`src/design/noc_packet_pkg.sv`:
```
// ##############################
// NoC packet format
// Field widths and the 64-bit packet word
// moved on every router port
// ##############################

package noc_packet_pkg;

  localparam int TAG_WIDTH     = 1;   // Marks a real packet
  localparam int RSVD_WIDTH    = 15;  // Spare header bits
  localparam int HOP_WIDTH     = 8;   // Ring hops still to go
  localparam int SRC_WIDTH     = 8;   // Sender identifier
  localparam int PAYLOAD_WIDTH = 32;

  // Header sits in the upper 32 bits and payload in the lower 32
  typedef struct packed {
    logic [TAG_WIDTH-1:0]     valid_tag;  // Always set by the sender
    logic [RSVD_WIDTH-1:0]    reserved;
    logic [HOP_WIDTH-1:0]     hop_count;  // Zero means deliver to the PE
    logic [SRC_WIDTH-1:0]     src_id;
    logic [PAYLOAD_WIDTH-1:0] payload;
  } packet_t;

endpackage

```
`src/design/noc_ctrl_pkg.sv`:
```
// ##############################
// NoC router control types
// Routing decision, arbiter state and
// the request an input channel offers
// ##############################

package noc_ctrl_pkg;

  // Output port chosen by the hop-count rule
  typedef enum logic {
    port_ring = 1'b0,  // Forward to downstream neighbor
    port_pe   = 1'b1   // Deliver to local PE
  } out_port_e;

  // Last input that won an output channel
  typedef enum logic {
    grant_ring_in = 1'b0,
    grant_pe_in   = 1'b1
  } grant_e;

  typedef struct packed {
    logic                      valid;  // Inner slot holds a packet
    out_port_e                 dest;
    noc_packet_pkg::packet_t   pkt;    // Hop count already updated
  } route_req_t;

endpackage

```
`src/design/router_input_channel.sv`:
```
// ##############################
// Router input channel
// Two virtual-channel slots. Outer slot
// follows polarity and the other is routed
// ##############################

`timescale 1ns/1ps

module router_input_channel (
  input  logic                    clk,
  input  logic                    reset,     // Synchronous, active high
  input  logic                    polarity,  // Selects the outer slot
  input  logic                    send,      // Sender offers data
  input  noc_packet_pkg::packet_t data,
  input  logic                    grant,     // Inner slot taken by an arbiter
  output logic                    ready,     // Outer slot can take a packet
  output noc_ctrl_pkg::route_req_t req
);

  noc_packet_pkg::packet_t slot_q [2];  // Virtual-channel storage
  logic [1:0]              full_q;      // One flag per slot
  logic                    accept_en_q; // Held low through reset
  logic                    take;        // Transfer on this edge
  logic                    inner;       // Slot index seen by the arbiters
  noc_packet_pkg::packet_t inner_pkt;

  assign inner = ~polarity;
  assign inner_pkt = slot_q[inner];

  // Ready depends only on registered state
  assign ready = accept_en_q & ~full_q[polarity];
  assign take  = send & ready;

  // Opens the port one cycle after reset is released
  always_ff @(posedge clk) begin
    if (reset)
      accept_en_q <= 1'b0;
    else
      accept_en_q <= 1'b1;
  end

  always_ff @(posedge clk) begin
    if (reset) begin
      full_q <= 2'b00;
    end else begin
      if (take)
        full_q[polarity] <= 1'b1;  // Outer side fills
      if (grant)
        full_q[inner] <= 1'b0;     // Inner side drains
    end
  end

  // Payload storage carries no reset
  always_ff @(posedge clk) begin
    if (take)
      slot_q[polarity] <= data;
  end

  // Hop rule applied on the way out of the slot
  always_comb begin
    req.valid = full_q[inner];
    req.pkt   = inner_pkt;
    if (inner_pkt.hop_count == '0) begin
      req.dest = noc_ctrl_pkg::port_pe;  // Arrived
    end else begin
      req.dest = noc_ctrl_pkg::port_ring;
      req.pkt.hop_count = inner_pkt.hop_count - noc_packet_pkg::HOP_WIDTH'(1);
    end
  end

endmodule

```
`src/design/router_output_arbiter.sv`:
```
// ##############################
// Router output arbiter
// Round robin between ring and PE inputs
// for one output channel
// ##############################

`timescale 1ns/1ps

module router_output_arbiter (
  input  logic clk,
  input  logic reset,           // Synchronous, active high
  input  logic ring_req_valid,  // Ring input wants this port
  input  logic pe_req_valid,    // PE input wants this port
  input  logic slot_free,       // Output channel can load
  output logic ring_grant,
  output logic pe_grant
);

  noc_ctrl_pkg::grant_e last_q;  // Winner of the previous grant
  logic                 ring_turn;
  logic                 pe_turn;

  // On a tie the input that lost last time goes first
  assign ring_turn = (last_q == noc_ctrl_pkg::grant_pe_in);
  assign pe_turn   = (last_q == noc_ctrl_pkg::grant_ring_in);

  always_comb begin
    ring_grant = 1'b0;
    pe_grant   = 1'b0;
    if (slot_free) begin
      if (ring_req_valid && pe_req_valid) begin
        ring_grant = ring_turn;  // Contention
        pe_grant   = pe_turn;
      end else begin
        ring_grant = ring_req_valid;
        pe_grant   = pe_req_valid;
      end
    end
  end

  // State moves only when someone wins
  always_ff @(posedge clk) begin
    if (reset)
      last_q <= noc_ctrl_pkg::grant_pe_in;  // Ring wins first tie
    else if (ring_grant)
      last_q <= noc_ctrl_pkg::grant_ring_in;
    else if (pe_grant)
      last_q <= noc_ctrl_pkg::grant_pe_in;
  end

endmodule

```
`src/design/router_output_channel.sv`:
```
// ##############################
// Router output channel
// Two virtual-channel slots. Inner slot is
// loaded by the arbiter and outer one sent
// ##############################

`timescale 1ns/1ps

module router_output_channel (
  input  logic                    clk,
  input  logic                    reset,     // Synchronous, active high
  input  logic                    polarity,  // Outer slot index
  input  logic                    ready,     // Receiver can take a packet
  input  logic                    load,      // Arbiter granted a packet
  input  noc_packet_pkg::packet_t data_in,
  output logic                    slot_free, // Inner slot is empty
  output logic                    send,
  output noc_packet_pkg::packet_t data_out
);

  noc_packet_pkg::packet_t slot_q [2];
  logic [1:0]              full_q;  // Replaces the zero-data test
  logic                    inner;   // Slot written this cycle

  assign inner = ~polarity;

  assign slot_free = ~full_q[inner];

  // Send only toward a ready receiver
  assign send = full_q[polarity] & ready;

  // Bus stays at zero between packets
  assign data_out = send ? slot_q[polarity] : '0;

  always_ff @(posedge clk) begin
    if (reset) begin
      full_q <= 2'b00;
    end else begin
      if (load)
        full_q[inner] <= 1'b1;
      if (send)
        full_q[polarity] <= 1'b0;  // Space again for the next packet
    end
  end

  // Packet storage
  always_ff @(posedge clk) begin
    if (load)
      slot_q[inner] <= data_in;
  end

  // Earliest send of a loaded slot is next cycle when polarity flips

endmodule

```
`src/design/ring_router.sv`:
```
// ##############################
// Ring router node
// Two inputs and two outputs joined by
// per-output round-robin arbiters
// ##############################

`timescale 1ns/1ps

module ring_router (
  input  logic                    clk,
  input  logic                    reset,           // Synchronous, active high
  output logic                    polarity,        // Flips every clock
  input  logic                    ring_in_send,
  input  noc_packet_pkg::packet_t ring_in_data,
  output logic                    ring_in_ready,
  input  logic                    pe_in_send,
  input  noc_packet_pkg::packet_t pe_in_data,
  output logic                    pe_in_ready,
  input  logic                    ring_out_ready,
  output logic                    ring_out_send,
  output noc_packet_pkg::packet_t ring_out_data,
  input  logic                    pe_out_ready,
  output logic                    pe_out_send,
  output noc_packet_pkg::packet_t pe_out_data
);

  noc_ctrl_pkg::route_req_t ring_in_req, pe_in_req;
  logic ring_arb_ring_grant, ring_arb_pe_grant;  // Grants for ring output
  logic pe_arb_ring_grant, pe_arb_pe_grant;      // Grants for PE output
  logic ring_out_free, pe_out_free;
  noc_packet_pkg::packet_t ring_out_pkt, pe_out_pkt;

  always_ff @(posedge clk) begin
    if (reset)
      polarity <= 1'b0;
    else
      polarity <= ~polarity;
  end

  router_input_channel u_ring_in (
    .clk, .reset, .polarity,
    .send  (ring_in_send),
    .data  (ring_in_data),
    .grant (ring_arb_ring_grant | pe_arb_ring_grant),  // One dest per request
    .ready (ring_in_ready),
    .req   (ring_in_req)
  );

  router_input_channel u_pe_in (
    .clk, .reset, .polarity,
    .send  (pe_in_send),
    .data  (pe_in_data),
    .grant (ring_arb_pe_grant | pe_arb_pe_grant),
    .ready (pe_in_ready),
    .req   (pe_in_req)
  );

  // Requests split by destination
  router_output_arbiter u_ring_arb (
    .clk, .reset,
    .ring_req_valid (ring_in_req.valid && ring_in_req.dest == noc_ctrl_pkg::port_ring),
    .pe_req_valid   (pe_in_req.valid && pe_in_req.dest == noc_ctrl_pkg::port_ring),
    .slot_free      (ring_out_free),
    .ring_grant     (ring_arb_ring_grant),
    .pe_grant       (ring_arb_pe_grant)
  );

  router_output_arbiter u_pe_arb (
    .clk, .reset,
    .ring_req_valid (ring_in_req.valid && ring_in_req.dest == noc_ctrl_pkg::port_pe),
    .pe_req_valid   (pe_in_req.valid && pe_in_req.dest == noc_ctrl_pkg::port_pe),
    .slot_free      (pe_out_free),
    .ring_grant     (pe_arb_ring_grant),
    .pe_grant       (pe_arb_pe_grant)
  );

  // Granted packet steered into each output
  assign ring_out_pkt = ring_arb_pe_grant ? pe_in_req.pkt : ring_in_req.pkt;
  assign pe_out_pkt   = pe_arb_pe_grant ? pe_in_req.pkt : ring_in_req.pkt;

  router_output_channel u_ring_out (
    .clk, .reset, .polarity,
    .ready     (ring_out_ready),
    .load      (ring_arb_ring_grant | ring_arb_pe_grant),
    .data_in   (ring_out_pkt),
    .slot_free (ring_out_free),
    .send      (ring_out_send),
    .data_out  (ring_out_data)
  );

  router_output_channel u_pe_out (
    .clk, .reset, .polarity,
    .ready     (pe_out_ready),
    .load      (pe_arb_ring_grant | pe_arb_pe_grant),
    .data_in   (pe_out_pkt),
    .slot_free (pe_out_free),
    .send      (pe_out_send),
    .data_out  (pe_out_data)
  );

endmodule

```
`config.mk`:
```
export PLATFORM = sky130hd
export DESIGN_NAME = ring_router
export DESIGN_NICKNAME = d
export VERILOG_FILES = /design/src/design/noc_packet_pkg.sv /design/src/design/noc_ctrl_pkg.sv /design/src/design/router_input_channel.sv /design/src/design/router_output_arbiter.sv /design/src/design/router_output_channel.sv /design/src/design/ring_router.sv
export SDC_FILE = /design/constraint.sdc
export NUM_CORES = 1
export LEC_CHECK = 0
export BUFFER_PORTS_ARGS = -buffer_cell sky130_fd_sc_hd__buf_2
export CORE_ASPECT_RATIO = 0.7
export CORE_UTILIZATION = 40
export CTS_CLUSTER_SIZE = 28
export DETAILED_ROUTE_END_ITERATION = 8
export GPL_ROUTABILITY_DRIVEN = 0
export GPL_TIMING_DRIVEN = 0
export PLACE_DENSITY = 0.63
export SLEW_MARGIN = 20
export SYNTH_ARGS = -nofsm -noshare
export SYNTH_HDL_FRONTEND = slang
export SYNTH_SLANG_ARGS = --single-unit
```
`constraint.sdc`:
```
create_clock -name clk -period 6.6 [get_ports clk]
set_input_delay 0.99 -clock clk [delete_from_list [all_inputs] [get_ports clk]]
set_output_delay 0.99 -clock clk [all_outputs]
set_load 0.005 [all_outputs]
```
==> summary.md <==
| Metric | Value |
|---|---|
| Max Cap Viol | 0 |
| Startpoint Class | register |
| Top_reg_cell synth | edfxtp_1 |
| Initial DRC Count | 1,193 |
| Final Setup Violations | 0 |
| First-pass GRT wire length | 78.6 mm |
| Pre-CTS setup slack | 2500 ps |
| Fmax | 0.216 GHz |
| Least-Margin Pin Slew | 1080 ps |
| Clock Latency Late Sink | 590 ps |
| Fin Hold WS | 524 ps |
| Power share of the sequential group | 0.527 |
| Post_cts resized | 0 |
| Internal Power | 5.72 mW |
| Total Routed Length | 54.9 mm |
| Clock skew | 21.3 ps |
| Crit path time final | 4630 ps |
| CP Class | reg -> out |
| Synth area leader | edfxtp_1 |
| Antenna Nets Post-Route | 0 |
| Asr flop ratio synth | 0 |
| Clk sink count | 524 |
| Vias after detailed routing | 11,700 |
| R2R cell count | 11 |
| Arrival time at the worst endpoint | 3640 ps |
| Leading post-synthesis cells by cell area | edfxtp_1, mux4_2, a22o_1 |
| CTS tree | done |
| Max clock buf depth | 3 |
| Clock power frac | 0.403 |
| Comb pwr share | 0.070 |
| Routed wire per std cell | 26.5 um |
| Yosys reg bits | 524 |
| Io pins | 267 |
| Status | finished clean |
| Post-Syn Instances | 1,011 |
| Maximum VDD drop | 178 uV |
| Die extent in y | 194 um |
| Initial antenna violation count | 5 |
| Pwr Density | 285 nW/um^2 |
| Crit path required time | 5610 ps |
| H-tree depth | 2 |
| Post-detail-place hpwl | 36.8 mm |
| Mean Syn Cell Area | 20.8 sq um |
| Row count | 69 |
| LEAKAGE | 8.95 nW |
| DR pass1 iterations | 6 |
| Pin count of the biggest net entering global routing | 40 |
| Nets | 1,489 |
| IO Port Bufs | 265 |
| Crit-path max FO | 10 |
| Placement Cell Area | 23,900 sq um |
| Non-Filler Instances | 2,068 |
| GRT overflow | 0 |
| Final hold vios | 0 |
| Slew margin rel. | 0.279 |
| Area growth, synth to finish | 21.4% |
| Core area | 51,400 sq um |
| Final Cycle Share | 0.702 |
| Slew Viols, Final | 0 |
| Synth top area share | 0.731 |
| Most common cell after layout, fill and taps aside | edfxtp_1 |
| Final worst slack | 1970 ps |
| Final Cell Area | 25,500 sq um |
| Post-synthesis sequential area ratio | 0.742 |
| Post-CTS Hold Fix Bufs | 0 |
| CTS Buf Count | 51 |
| Die ar. | 53,500 sq um |
| Post-synth EDFFs | 512 |
| Post-CTS Repair Setup Buffers | 0 |
| Vias/cell | 5.63 |
| Cell Area, Synth | 21,000 sq um |
| Fillers | 4,207 |
| Placed cells | 1,974 |
| Share of cells above drive strength 1 | 0.381 |
| Syn nets | 1,147 |
| Net Switching | 1.55 mW |
| Hold crit path type | reg -> reg |
| Vias in the first global route | 11,800 |
| Reg clk slew, reported paths | 60 ps |
| Total GRT Usage | 0.202 |
| RSZ-0062 raised after global routing | no |
| Net Sw Frac | 0.214 |
| Die Wd | 276 um |
| Commonest cells after routing, fill and taps aside | edfxtp_1, buf_2, a22o_1, mux4_2, clkbuf_16 |
| Worst Setup End Kind | output pin |
| Starting density of the core | 0.410 |
| Worst hold path depth | 2 |
| CTS root buffer | clkbuf_16 |
| Yosys cell types | 55 |
| Yosys warns | 0 |
| DRC viols | 0 |
[kinds of logic after synthesis]
family,Yosys count,synth area share
DFF,524,0.742
buffers and inverters,68,0.0191
and+or+nand+nor,81,0.0218
muxes,150,0.140
adders and majority gates,2,0.00119
AOI/OAI and AO/OA,178,0.0726
xor gates and xnor gates,8,0.00333
[per-layer routing]
metal / up-vias / track usage / wire length (um)
met5: - / 0 / 0
met4: 0 / 0.0540 / 1190
met3: 88 / 0.0370 / 3870
met2: 501 / 0.324 / 26100
met1: 6053 / 0.286 / 23700
li1: 5010 / - / -
[flip-flops by register name, indices dropped and copies added (netlist names), 2 cells and up]
register and flops:
u_ring_out.full_q 2, u_ring_in.slot_q 128, u_pe_in.slot_q 128, u_pe_out.full_q 2, u_ring_in.full_q 2, u_ring_out.slot_q 128
u_pe_in.full_q 2, u_pe_out.slot_q 128
[power groups by stage]
| stage | combinational, mW | sequential [mW] | clock (mW) |
|---|---|---|---|
| after floorplan | 0.283 | 3.90 | 0 |
| after global placement | 0.458 | 3.92 | 0 |
| after detailed placement | 0.512 | 3.90 | 0 |
| after CTS | 0.513 | 3.83 | 2.98 |
| after global routing | 0.541 | 3.84 | 3.09 |
| final | 0.508 | 3.83 | 2.93 |
[final timing paths]
check | startpoint | endpoint | slack (ps)
worst min-delay path | u_ring_out.full_q[0]$_SDFF_PP0_ | u_ring_out.full_q[0]$_SDFF_PP0_ | 520
worst max-delay path | polarity$_SDFF_PP0_ | ring_out_data[56] | 1970
worst min register to register | u_ring_out.full_q[0]$_SDFF_PP0_ | u_ring_out.full_q[0]$_SDFF_PP0_ | 520
worst max register to register | polarity$_SDFF_PP0_ | u_ring_out.slot_q[1][31]$_DFFE_PP_ | 2560
[per-stage QoR]
stage / power [mW] / util / setup TNS, ps
floorplan: 4.18 / - / 0
global placement: 4.38 / 0.452 / -602210
detailed placement: 4.42 / 0.465 / 0
CTS: 7.33 / 0.497 / 0
global route: 7.47 / 0.497 / 0
finish: 7.27 / 0.497 / 0
[worst max-delay path, stage by stage (launching register included)]
cell and delay [ps]:
dfxtp_1 350, buf_6 170, buf_12 160, buf_12 150, buf_2 330, and3_1 260, buf_2 370, buf_1 710
a22o_1 370, buf_2 170
[cell type report]
cell class	instances	area, sq um	share of cell area
well taps	674	843	0.0330
diodes	2	5.00	0.000196
repair buffers	289	1950	0.0763
clock buffers	65	1370	0.0537
multi-input cells	419	5070	0.199
clock inverters	27	283	0.0111
inverters	6	22.5	0.000882
flip-flops and latches	524	15600	0.611
plain buffers	62	379	0.0148
[cell usage after synthesis (all sizes together), types with 5 or more instances]
cell	n
a21oi	11
a22o	128
and2	8
and3	7
buf	40
clkbuf	22
dfxtp	12
edfxtp	512
inv	5
mux2	7
mux2i	30
mux4	113
nand2	17
nand3	6
nor2	18
nor2b	5
nor3	6
o211ai	5
o21ai	12
xor2	6
Power figures use the tool's default switching activity.
